**config.mk**
```make
export PLATFORM = sky130hd
export DESIGN_NAME = spriteOverlay
export DESIGN_NICKNAME = d
export VERILOG_FILES = /design/src/hw/videoPkg.sv /design/src/hw/spriteOverlay.sv
export SDC_FILE = /design/constraint.sdc
export NUM_CORES = 1
export LEC_CHECK = 0
export BUFFER_PORTS_ARGS = -buffer_cell sky130_fd_sc_hd__clkbuf_2
export CAP_MARGIN = 10
export CELL_PAD_IN_SITES_DETAIL_PLACEMENT = 1
export CELL_PAD_IN_SITES_GLOBAL_PLACEMENT = 2
export CORE_ASPECT_RATIO = 0.8
export CORE_UTILIZATION = 35
export CTS_CLUSTER_SIZE = 40
export DETAILED_ROUTE_END_ITERATION = 10
export PLACE_DENSITY_LB_ADDON = 0.05
export SETUP_SLACK_MARGIN = 0.02
export SLEW_MARGIN = 30
export SYNTH_ARGS = -nofsm -noshare
export SYNTH_HDL_FRONTEND = slang
export SYNTH_SLANG_ARGS = --single-unit
```
**constraint.sdc**
```tcl
create_clock -name clk -period 8.6 [get_ports clk]
set_clock_uncertainty 0.2 [all_clocks]
set_input_delay 0.43 -clock clk [delete_from_list [all_inputs] [get_ports clk]]
set_output_delay 0.43 -clock clk [all_outputs]
set_load 0.02 [all_outputs]
```
**src/hw/videoPkg.sv**
```systemverilog
package videoPkg;

	// Tile map geometry, 16x16 pixel tiles.
	localparam int tileCols = 40;
	localparam int tileRows = 30;

	// Raster limits, one pixel per clock.
	localparam logic [9:0] hVisible = 10'(tileCols * 16);
	localparam logic [9:0] hSyncStart = 10'd656;
	localparam logic [9:0] hSyncEnd = 10'd752;
	localparam logic [9:0] hTotal = 10'd800;
	localparam logic [9:0] vVisible = 10'(tileRows * 16);
	localparam logic [9:0] vSyncStart = 10'd490;
	localparam logic [9:0] vSyncEnd = 10'd492;
	localparam logic [9:0] vTotal = 10'd525;

	// External memory map.
	localparam logic [15:0] tileMapBase = 16'h1000;     // Row-major, one ID per word.
	localparam logic [15:0] spriteStoreBase = 16'h14B0; // 64 words per ID.
	localparam logic [15:0] playerXAddr = 16'h1C30;
	localparam logic [15:0] playerYAddr = 16'h1C31;
	localparam logic [15:0] playerIdAddr = 16'h1C32;
	localparam logic [15:0] ghostXAddr = 16'h1C33;
	localparam logic [15:0] ghostYAddr = 16'h1C34;
	localparam logic [15:0] ghostIdAddr = 16'h1C35;

	// Line buffer layout: two background banks, then player and ghost bitmaps.
	localparam int bufAddrBits = 9;
	localparam int bufWords = 448;
	localparam logic [bufAddrBits-1:0] bankWords = bufAddrBits'(tileCols * 4);
	localparam logic [bufAddrBits-1:0] spriteAreaBase = 9'd320;

	// Fetch sequencer states.
	localparam logic [1:0] fsIdle = 2'd0;
	localparam logic [1:0] fsTile = 2'd1;
	localparam logic [1:0] fsRegs = 2'd2;
	localparam logic [1:0] fsSprite = 2'd3;

	typedef logic [2:0] colorCode_t;

	// One memory word, read either as a number or as four pixels.
	typedef union packed {
		logic [15:0] value;
		struct packed {
			logic [1:0] padHi;
			colorCode_t [0:3] pix; // Pixel 0 sits in bits 13:11.
			logic [1:0] padLo;
		} quad;
	} memWord_t;

	// RGB for each colour code, index 0 first.
	localparam logic [0:7][23:0] paletteRgb = {
		24'h000000, // Black.
		24'h639BFF, // Blue.
		24'hFBF236, // Yellow.
		24'hFF3232, // Red.
		24'hAC3232, // Crimson.
		24'h000000,
		24'h000000,
		24'hFFFFFF  // White.
	};

endpackage

```
**src/hw/spriteOverlay.sv**
```systemverilog
`timescale 1ns/1ps

module spriteOverlay (
	input logic clk,
	input logic rstN,
	input logic [9:0] hCount,
	input logic [9:0] vCount,
	input logic posLoad,
	input logic [2:0] posSel,
	input logic [15:0] posValue,
	input videoPkg::memWord_t bgWord,
	input videoPkg::memWord_t sprWord,
	output logic [videoPkg::bufAddrBits-1:0] bgAddr,
	output logic [videoPkg::bufAddrBits-1:0] sprAddr,
	output videoPkg::colorCode_t pixelCode
);
	import videoPkg::*;

	logic [9:0] playerX, playerY;
	logic [9:0] ghostX, ghostY;
	logic [9:0] pdx, pdy;
	logic [9:0] gdx, gdy;
	logic inPlayer;
	logic inGhost;
	logic sprHit;      // Sprite word wins for this pixel.
	logic [1:0] pixIdx;

	// Positions park off the raster until the first blanking fetch.
	always_ff @(posedge clk or negedge rstN) begin
		if (!rstN) begin
			playerX <= hTotal;
			playerY <= vTotal;
			ghostX <= hTotal;
			ghostY <= vTotal;
		end else if (posLoad) begin
			case (posSel)
				3'd0: playerX <= posValue[9:0];
				3'd1: playerY <= posValue[9:0];
				3'd3: ghostX <= posValue[9:0];
				3'd4: ghostY <= posValue[9:0];
				default: ; // ID words only matter to the fetch side.
			endcase
		end
	end

	assign pdx = hCount - playerX;
	assign pdy = vCount - playerY;
	assign gdx = hCount - ghostX;
	assign gdy = vCount - ghostY;
	assign inPlayer = (pdx[9:4] == 6'd0) && (pdy[9:4] == 6'd0);
	assign inGhost = (gdx[9:4] == 6'd0) && (gdy[9:4] == 6'd0);

	assign bgAddr = {1'b0, hCount[9:2]} + (vCount[0] ? bankWords : '0);

	// Ghost half sits 64 words above the player half.
	assign sprAddr = inGhost ? spriteAreaBase + {3'b001, gdy[3:0], gdx[3:2]}
	                         : spriteAreaBase + {3'b000, pdy[3:0], pdx[3:2]};

	always_ff @(posedge clk or negedge rstN) begin
		if (!rstN) begin
			sprHit <= 1'b0;
			pixIdx <= '0;
		end else begin
			sprHit <= inGhost || inPlayer;
			pixIdx <= inGhost ? gdx[1:0] : (inPlayer ? pdx[1:0] : hCount[1:0]);
		end
	end

	assign pixelCode = sprHit ? sprWord.quad.pix[pixIdx] : bgWord.quad.pix[pixIdx];

endmodule

```
==> impl_metrics.py, run 1 <==
metrics = {
    "clocking": {
        "clk_pin_slew_worst_paths_ns": 0.06,
        "root_buffer": "clkbuf_16",
        "clockBufferDepth": 2,
        "clock_latency_ns": 0.29,
        "clock_sinks": 43,
        "cts_tree": "built",
        "htree_num_levels": 2,
        "cts_made_buffers": 5,
        "hold_buffers": 0,
        "ctsResizeCount": 0,
        "post-cts-setup-buffers": 0,
    },
    "setup_path": {
        "worstPathArrival_ns": 3.74,
        "crit_path_end": "sprAddr[1]",
        "crit_required_ns": 7.97,
        "crit_fanout": 8,
        "end_kind": "primary output",
        "reg2reg_to": "pixIdx[0]",
        "reg2reg_slack_ns": 5.12,
        "reg2regPathDepth": 10,
        "worst-setup-path-type": "reg2out",
        "crit_start": "ghostX[0]",
        "start_kind": "flip-flop",
        "rr_startpoint": "playerY[0]",
    },
    "finish": {
        "antenna_cells": 0,
        "nNetsFinal": 620,
        "n_fill_cell": 1282,
        "syn_to_final_growth_pct": 18.1,
        "drive_above_1_share": 0.280,
    },
    "timing": {
        "slew_headroom": 0.436,
        "timing.final.crit_share": 0.509,
        "finalMaxSlewViolations": 0,
        "tightest_slew_ns": 0.842,
        "rsz0062_at_grt": "false",
        "tns_ns": 0,
        "post-route-min-period_ns": 4.37,
        "hold_violations": 0,
        "fmax_mhz": 229,
        "fin_ws_ns": 4.23,
        "final-setup-viol-count": 0,
        "fin_hold_ws_ns": 0.0354,
    },
    "yosys": {
        "synth_seq_cells": 43,
        "syn_avg_cell_area_um2": 8.95,
        "ys.flop_type": "dfrtp_1",
        "syn-num-nets": 546,
        "synth_cell_types": 63,
        "yosysMostFrequentCell": "inv_1",
        "synth_top_area_share": 0.189,
        "yosys.area.top_type": "dfrtp_1",
        "synthCells": 429,
        "ys_async_sr_fraction": 1.00,
        "ys_top_cells_by_area": "dfrtp_1 19%, ha_1 13%, dfstp_2 9.6%",
        "synth_warnings": 0,
        "synth_common_cells": "41 x inv_1, 39 x ha_1, 38 x nand2_1",
        "synth_edf_count": 0,
        "yosysSeqAreaShare": 0.285,
        "syn_area_um2": 3840,
    },
    "power_and_ir_drop": {
        "max-vdd-ir-drop_mv": 0.119,
        "p_leak_nw": 2.14,
        "pwr_density_cell_nw_per_um2": 209,
        "total_power_mw": 0.945,
    },
    "die": {
        "std_cell_rows": 33,
        "die_h_um": 95.7,
        "core-area_um2": 10400,
        "ios": 95,
        "die-width_um": 119,
        "initial_utilization": 0.367,
        "die_area_um2": 11400,
    },
    "placement": {
        "hpwl_mm": 9.23,
        "dp_slack_ns": 4.26,
        "io_buffers": 79,
        "place_congestion": 0.743,
    },
    "global_route": {
        "grtUsageTotal": 0.205,
        "grt_pass1_vias": 3437,
        "overflow": 0,
        "grt_max_degree": 44,
        "grt_pass1_wl_mm": 17.9,
        "antenna_found_initial": 0,
    },
    "route": {
        "wl_mm": 11.2,
        "drc_errors": 0,
        "via_per_inst": 5.26,
        "first_iter_violations": 178,
        "detail-route-antenna-nets": 0,
        "drt_first_pass_iters": 4,
        "vias": 3390,
        "drt-wirelength-per-cell_um": 17.3,
    },
    "flow_run": {
        "cap_violations": 0,
    },
    "run_status": {
        "status": "complete, no violations",
    },
    "min_path": {
        "hold_class": "in2async",
    },
}
==> worst min-delay path by stage <==
stage / endpoint / slack (ns)
finish: playerX[7] / 0.04
global route: playerX[7] / 0.09
CTS: playerX[4] / 0.06
detailed placement: ghostX[2] / 0.30
global placement: ghostX[2] / 0.29
floorplan: ghostX[0] / -0.07
==> worst max-delay path, stage by stage (launching register included) <==
cell and delay, ns:
dfrtp_1 0.35, ha_1 0.17, inv_1 0.06, fa_1 0.40, a211oi_1 0.47, o21bai_1 0.19
a21oi_1 0.21, xnor2_1 0.09, nor3_1 0.21, nand4_1 0.15, nand3b_1 0.55, mux2i_1 0.38
clkbuf_2 0.22
==> where the power goes <==
part	internal [mW]	switching [mW]
logic	0.199	0.273
registers	0.253	0.0176
clock network	0.124	0.0792
total	0.576	0.370
==> registers in the layout (all words and copies together) (netlist names) <==
| signal | flops |
|---|---|
| playerX | 10 |
| ghostX | 10 |
| playerY | 10 |
| ghostY | 10 |
| pixIdx | 2 |
| sprHit | 1 |
==> kinds of logic (layout without fill, tap and decap cells) <==
| group | count (synthesis) | after routing | share of synthesized area |
|---|---|---|---|
| flip-flops | 43 | 43 | 0.285 |
| adder cells (fa/ha/maj) | 43 | 43 | 0.148 |
| buffers and inverters | 59 | 134 | 0.0649 |
| XOR/XNOR | 17 | 17 | 0.0388 |
| AO/OA/AOI/OAI | 100 | 100 | 0.162 |
| AND/OR/NAND/NOR | 126 | 126 | 0.168 |
| other | 1 | 1 | 0.000977 |
| multiplexers | 40 | 40 | 0.132 |
==> metal layers <==
metal  global-route usage  up-vias  wire [um]
met5                    0        -          0
li1                     -     1684          -
met3               0.0311        7        293
met4               0.0411        0        124
met2                0.339       51       5010
met1                0.284     1648       5730
==> area by class of cell <==
type                    count  area (um^2)  share of cell area
multi-input cells         327         2520               0.555
clock buffers               8          156              0.0345
well taps                 140          175              0.0387
flip-flops and latches     43         1090               0.241
inverters                  42          158              0.0348
repair buffers             84          433              0.0955
==> per-stage QoR <==
stage | instances | util | cell area [um^2]
after CTS | 644 | 0.434 | 4530
after global placement | 635 | 0.418 | 4370
after floorplan | 429 | - | 3840
after detailed placement | 636 | 0.419 | 4380
after global routing | 644 | 0.434 | 4530
final | 644 | 0.434 | 4530
==> cells in the final DEF (no fill, tap or decap), types with 3 or more instances in the layout <==
cell type and count:
xnor2_1 4, nand2b_1 11, o21ai_1 6, o31ai_1 4
clkbuf_16 5, o21a_1 6, xor2_1 13, mux2i_1 11
fa_1 4, mux4_2 6, nand3_1 10, nand2_1 38
ha_1 39, or3_1 3, nor2b_1 4, inv_1 41
a21oi_1 19, nor3_1 14, o21bai_1 3, clkbuf_2 79
nor2_1 23, dfrtp_1 29, nand3b_1 3, buf_4 5
a211oi_1 4, nand4_1 5, o21ai_0 35, mux2_2 21
dfstp_2 14
Power figures use the tool's default switching activity.
==> run 2, diff against run 1 <==
--- a/config.mk
+++ b/config.mk
@@ -5,12 +5,13 @@
 export SDC_FILE = /design/constraint.sdc
 export NUM_CORES = 1
 export LEC_CHECK = 0
+export ABC_AREA = 1
 export BUFFER_PORTS_ARGS = -buffer_cell sky130_fd_sc_hd__clkbuf_2
 export CAP_MARGIN = 10
 export CELL_PAD_IN_SITES_DETAIL_PLACEMENT = 1
 export CELL_PAD_IN_SITES_GLOBAL_PLACEMENT = 2
 export CORE_ASPECT_RATIO = 0.8
-export CORE_UTILIZATION = 35
+export CORE_UTILIZATION = 29
 export CTS_CLUSTER_SIZE = 40
 export DETAILED_ROUTE_END_ITERATION = 10
 export PLACE_DENSITY_LB_ADDON = 0.05
==> constraint.sdc (replaced) <==
create_clock -name clk -period 4.3 [get_ports clk]
set_clock_uncertainty 0.2 [all_clocks]
set_input_delay 0.215 -clock clk [delete_from_list [all_inputs] [get_ports clk]]
set_output_delay 0.215 -clock clk [all_outputs]
set_load 0.02 [all_outputs]
==> impl_metrics.py, run 2 <==
metrics = {
    "run_status": {
        "status": "complete, but fails checks",
        "violations": "design-rule violations",
    },
    "die": {
        "std_cell_rows": 39,
        "die_h_um": 111,
        "die-width_um": 138,
        "initial_utilization": 0.298,
        "die_area_um2": 15300,
        "core-area_um2": 14400,
        "ios": 95,
    },
    "finish": {
        "seq_area_um2": 1090,
        "nNetsFinal": 854,
        "finalNonFillerCells": 922,
        "multi_input_area_um2": 2630,
        "n_fill_cell": 1899,
        "drive_above_1_share": 0.178,
        "final_cell_mix": "203 x nand2_1, 125 x inv_1, 79 x clkbuf_2, 58 x nor2_1, 53 x o21ai_0",
        "antenna_cells": 0,
        "syn_to_final_growth_pct": 16.5,
        "mostFrequentLayoutCell": "nand2_1",
    },
    "route": {
        "detail-route-antenna-nets": 0,
        "wl_mm": 13.1,
        "via_per_inst": 4.58,
        "drc_errors": 8,
        "vias": 4223,
        "drt-wirelength-per-cell_um": 14.2,
        "drt_first_pass_iters": 7,
        "first_iter_violations": 175,
    },
    "clocking": {
        "htree_num_levels": 2,
        "root_buffer": "clkbuf_16",
        "clock_latency_ns": 0.29,
        "post-cts-setup-buffers": 0,
        "clk_pin_slew_worst_paths_ns": 0.07,
        "clock_sinks": 43,
        "ctsResizeCount": 0,
        "clockBufferDepth": 2,
        "cts_tree": "built",
        "cts_made_buffers": 5,
    },
    "setup_path": {
        "crit_chain": "ha_1 -> inv_1 -> fa_1 -> nand3_1 -> nand2_2 -> nand2_1 -> nand2_1 -> nand2_1 -> nand2_1 -> nor2_1 -> nand2_1 -> nor2_4 -> nand2_4 -> inv_1 -> nand2_1 -> nand2_1 -> clkbuf_2",
        "end_kind": "primary output",
        "cp_common_cell": "nand2_1",
        "crit_family": "simple AND/OR/NAND/NOR gates",
        "slowest_delay_ns": 0.53,
        "rr_startpoint": "ghostY[0]",
        "start_kind": "flip-flop",
        "crit_required_ns": 3.88,
        "worst-setup-path-type": "reg2out",
        "crit_fanout": 15,
        "worstPathArrival_ns": 2.92,
        "slowest_stage": "dfstp_2",
        "cp_num_buf_inv": 3,
        "crit_start": "ghostY[0]",
    },
    "yosys": {
        "synth_fa_ha_area_frac": 0.132,
        "synth_cell_types": 35,
        "synth_edf_count": 0,
        "syn_area_um2": 4300,
        "synth_common_cells": "203 x nand2_1, 125 x inv_1, 58 x nor2_1",
        "syn-num-nets": 784,
        "synth_seq_cells": 43,
        "yosys.area.top_type": "nand2_1",
        "syn_avg_cell_area_um2": 6.44,
        "synth_warnings": 0,
        "synth_top_area_share": 0.177,
        "synth-compound-area-share": 0.111,
        "synthSimpleGateAreaFrac": 0.333,
        "synth_xor_area_frac": 0.0347,
        "yosysSeqAreaShare": 0.255,
        "ys.flop_type": "dfrtp_1",
        "yosysMostFrequentCell": "nand2_1",
        "synth_top_family_by_area": "simple AND/OR/NAND/NOR gates",
        "synthMuxAreaShare": 0,
        "synthCells": 667,
        "ys_async_sr_fraction": 1.00,
        "ys_top_cells_by_area": "nand2_1 18%, dfrtp_1 17%, ha_1 11%",
    },
    "timing": {
        "tightest_slew_ns": 0.725,
        "final-setup-viol-count": 0,
        "rsz0062_at_grt": "false",
        "slew_headroom": 0.515,
        "timing.final.crit_share": 0.775,
        "post-route-min-period_ns": 3.33,
        "fmax_mhz": 300,
        "hold_violations": 0,
        "finalMaxSlewViolations": 0,
        "tns_ns": 0,
    },
    "power_and_ir_drop": {
        "p_leak_nw": 2.83,
        "pwr_density_cell_nw_per_um2": 397,
        "max-vdd-ir-drop_mv": 0.160,
    },
    "placement": {
        "place_inst": 913,
        "hpwl_mm": 11.2,
        "io_buffers": 79,
        "place_congestion": 0.785,
    },
    "global_route": {
        "grtUsageTotal": 0.180,
        "grt_pass1_vias": 4337,
        "antenna_found_initial": 0,
        "grt_max_degree": 44,
        "grt_pass1_wl_mm": 21.8,
        "overflow": 0,
    },
    "min_path": {
        "hold_class": "in2reg",
        "min_from": "posValue[9]",
    },
    "flow_run": {
        "cap_violations": 0,
    },
}
[run 2: cells by family after synthesis]
| group | after synthesis |
|---|---|
| and+or+nand+nor | 335 |
| buffers and inverters | 144 |
| other | 1 |
| xor gates and xnor gates | 17 |
| adders and majority gates | 43 |
| AOI/OAI and AO/OA | 84 |
| DFF | 43 |
[run 2: final cells by class]
type                       count  share of cell area
multi-input combinational    480               0.525
inverter                     126              0.0945
clock buffer                   5              0.0250
tap                          184              0.0460
timing repair buffer          81              0.0825
clock inverter                 3             0.00875
sequential                    43               0.218
[run 2: final timing paths]
| check | cells after the start | to | slack, ns |
|---|---|---|---|
| max | 17 | sprAddr[3] | 0.97 |
| min in group asynchronous | 3 | playerY[7] | 0.34 |
| max reg2reg | 16 | pixIdx[1] | 1.55 |
| min | 3 | ghostX[9] | 0.002 |
| min reg2reg | 2 | ghostY[4] | 0.29 |
| max in group asynchronous | 3 | pixIdx[1] | 3.15 |
[run 2: metrics by stage]
step | setup WS [ns] | hold slack [ns] | cell area (um^2) | total power, mW | util
global placement | 1.27 | 0.119 | 4830 | 1.54 | 0.335
finish | 0.970 | 0.00248 | 5010 | 1.99 | 0.348
CTS | 0.896 | 0.00337 | 5010 | 2.01 | 0.348
detailed placement | 1.22 | 0.134 | 4830 | 1.56 | 0.335
global route | 0.705 | 0.0322 | 5010 | 2.18 | 0.348
floorplan | 1.70 | -0.281 | 4300 | 1.29 | -
[run 2: power by group]
part	internal, mW	total [mW]	leakage (nW)	switching [mW]
Clock	0.274	0.437	0.0838	0.163
Combinational	0.372	1.01	2.24	0.638
Sequential	0.494	0.539	0.511	0.0446
[run 2: metal layers]
| metal | up-vias | track usage | share of wire |
|---|---|---|---|
| met2 | 62 | 0.279 | 0.42 |
| met5 | - | 0 | 0 |
| met4 | 0 | 0.0247 | 0.0010 |
| met3 | 2 | 0.0225 | 0.036 |
| met1 | 1949 | 0.269 | 0.54 |
| li1 | 2210 | - | - |
[run 2: worst reg2reg max path, cell delays in order, from the launching register on]
cell	delay [ns]
dfstp_2	0.53
ha_1	0.15
inv_1	0.09
fa_1	0.43
nand3_1	0.13
nand2_2	0.10
nand2_1	0.10
nand2_1	0.05
nand2_1	0.06
nand2_1	0.07
nor2_1	0.10
nand2_1	0.09
nor2_4	0.11
nand2_4	0.15
inv_1	0.18
nand2_1	0.08
nand2_2	0.07
[run 2: what timing repair did]
item	CTS	global route
endpoints found under the setup margin	0	0
endpoints found under the hold margin	29	0
hold buffers	1	0
==> run 3, diff against run 2 <==
==> constraint.sdc (replaced) <==
create_clock -name clk -period 3.2 [get_ports clk]
set_clock_uncertainty 0.2 [all_clocks]
set_input_delay 0.16 -clock clk [delete_from_list [all_inputs] [get_ports clk]]
set_output_delay 0.16 -clock clk [all_outputs]
set_load 0.02 [all_outputs]
==> impl_metrics.py, run 3 (synthesized netlist as in run 2, its figures left out) <==
metrics = {
    "timing": {
        "finalMaxSlewViolations": 0,
        "timing.final.crit_share": 0.954,
        "hold_violations": 0,
        "final-setup-viol-count": 0,
        "tns_ns": 0,
        "slew_headroom": 0.430,
        "fmax_mhz": 328,
        "post-route-min-period_ns": 3.05,
        "tightest_slew_ns": 0.855,
    },
    "clocking": {
        "root_buffer": "clkbuf_16",
        "clockBufferDepth": 2,
        "clock_latency_ns": 0.29,
        "htree_num_levels": 2,
        "cts_made_buffers": 5,
        "clock_sinks": 43,
        "clk_pin_slew_worst_paths_ns": 0.07,
        "cts_tree": "built",
    },
    "global_route": {
        "antenna_found_initial": 0,
        "grt_pass1_wl_mm": 22.0,
        "grtUsageTotal": 0.182,
        "grt_pass1_vias": 4293,
        "overflow": 0,
        "grt_max_degree": 33,
    },
    "setup_path": {
        "slowest_delay_ns": 0.54,
        "reg2reg_to": "pixIdx[1]",
        "crit_chain": "inv_1 -> ha_1 -> nand3_2 -> nand2_4 -> nand2_2 -> buf_4 -> nand3_1 -> nand2_1 -> nor2_1 -> nand2_1 -> nor2_4 -> nand2_8 -> buf_8 -> nand2_1 -> o21ai_2 -> buf_4",
        "crit_required_ns": 2.84,
        "rr_startpoint": "ghostY[3]",
        "crit_fanout": 6,
        "worst-setup-path-type": "reg2out",
        "end_kind": "primary output",
        "reg2regPathDepth": 17,
        "cp_common_cell": "nand2_1",
        "reg2reg_slack_ns": 0.39,
        "start_kind": "flip-flop",
        "slowest_stage": "dfstp_2",
        "worstPathArrival_ns": 2.69,
    },
    "min_path": {
        "min_delay_path_depth": 3,
        "hold_class": "in2reg",
        "holdPathEnd": "ghostY[0]",
        "min_from": "posValue[0]",
    },
    "power_and_ir_drop": {
        "p_leak_nw": 2.85,
        "pwr_density_cell_nw_per_um2": 516,
        "max-vdd-ir-drop_mv": 0.212,
    },
    "finish": {
        "mostFrequentLayoutCell": "nand2_1",
        "utilization": 0.359,
        "antenna_cells": 0,
        "drive_above_1_share": 0.203,
        "syn_to_final_growth_pct": 20.1,
        "nNetsFinal": 863,
        "final_cell_mix": "200 x nand2_1, 123 x inv_1, 73 x clkbuf_2, 57 x nor2_1, 53 x o21ai_0",
        "final_cell_area_um2": 5160,
        "n_fill_cell": 1891,
    },
    "placement": {
        "hpwl_mm": 11.5,
        "io_buffers": 79,
        "place_congestion": 0.821,
        "placed_area_um2": 4840,
    },
    "flow_run": {
        "cap_violations": 0,
    },
    "die": {
        "die_area_um2": 15300,
        "std_cell_rows": 39,
        "die_h_um": 111,
        "core-area_um2": 14400,
        "ios": 95,
        "die-width_um": 138,
        "initial_utilization": 0.298,
    },
    "route": {
        "detail-route-antenna-nets": 0,
        "vias": 4250,
        "first_iter_violations": 125,
        "wl_mm": 13.6,
        "drt_first_pass_iters": 7,
        "drc_errors": 8,
        "drt-wirelength-per-cell_um": 14.6,
        "via_per_inst": 4.56,
    },
    "run_status": {
        "violations": "design-rule violations",
        "status": "complete, but fails checks",
    },
}
-- run 3: changes by cell type in the layout (fill, tap and decap cells not counted), moves of 3 or more --
cell      change
clkbuf_2      -6
buf_2         +3
nand2_1       -3
ha_4          +3
buf_4         +8
ha_1          -3
-- run 3: layer usage --
metal | wire, um | global-route usage
met4 | 89 | 0.0337
met1 | 7380 | 0.275
met2 | 5790 | 0.282
met3 | 368 | 0.0168
met5 | 0 | 0
-- run 3: power breakdown --
group / total, mW / switching (mW) / leakage (nW) / internal [mW]
clock: 0.526 / 0.234 / 0.0664 / 0.292
sequential: 0.728 / 0.0634 / 0.511 / 0.665
combinational: 1.41 / 0.875 / 2.27 / 0.535
-- run 3: timing repair --
action / CTS / global route
pin swaps: 0 / 7
resized for setup: 3 / 31
hold buffers: 2 / 0
endpoints found under the hold margin: 24 / 0
setup buffers: 0 / 7
cloned: 0 / 0
setup endpoints to repair: 1 / 6
-- run 3: cell type report --
class / count / area [um^2] / area share
repair buffers: 90 / 509 / 0.0987
clock inverters: 3 / 23.8 / 0.00461
multi-input cells: 480 / 2700 / 0.524
flip-flops and latches: 43 / 1090 / 0.212
well taps: 184 / 230 / 0.0446
inverters: 126 / 475 / 0.0921
clock buffers: 5 / 125 / 0.0242
-- run 3: worst max path at each step --
| stage | startpoint | to | slack (ns) | cells past startpoint |
|---|---|---|---|---|
| after CTS | ghostY[0] | sprAddr[3] | 0.04 | 17 |
| final | ghostY[3] | sprAddr[2] | 0.15 | 16 |
| after floorplan | ghostY[0] | sprAddr[0] | 0.66 | 15 |
| after global placement | ghostY[0] | sprAddr[3] | 0.29 | 17 |
| after global routing | ghostY[3] | sprAddr[2] | -0.008 | 16 |
| after detailed placement | ghostY[0] | sprAddr[3] | 0.25 | 17 |
-- run 3: metrics by stage --
step / power, mW / setup slack [ns] / hold WS (ns) / cells
2_1_floorplan: 1.73 / 0.659 / -0.336 / 667
5_1_grt: 2.93 / -0.00764 / 0.0219 / 931
4_1_cts: 2.65 / 0.0365 / 0.0219 / 924
3_3_place_gp: 2.08 / 0.293 / 0.0950 / 914
6_report: 2.66 / 0.148 / 0.00816 / 931
3_5_place_dp: 2.11 / 0.253 / 0.132 / 914
-- run 3: critical path: cells and delay by family (launching register included) --
| family | cells | cell delay (ns) |
|---|---|---|
| flops | 1 | 0.54 |
| buf+inv | 4 | 0.47 |
| fa+ha+maj | 1 | 0.39 |
| compound gates | 1 | 0.05 |
| simple gates | 10 | 0.95 |
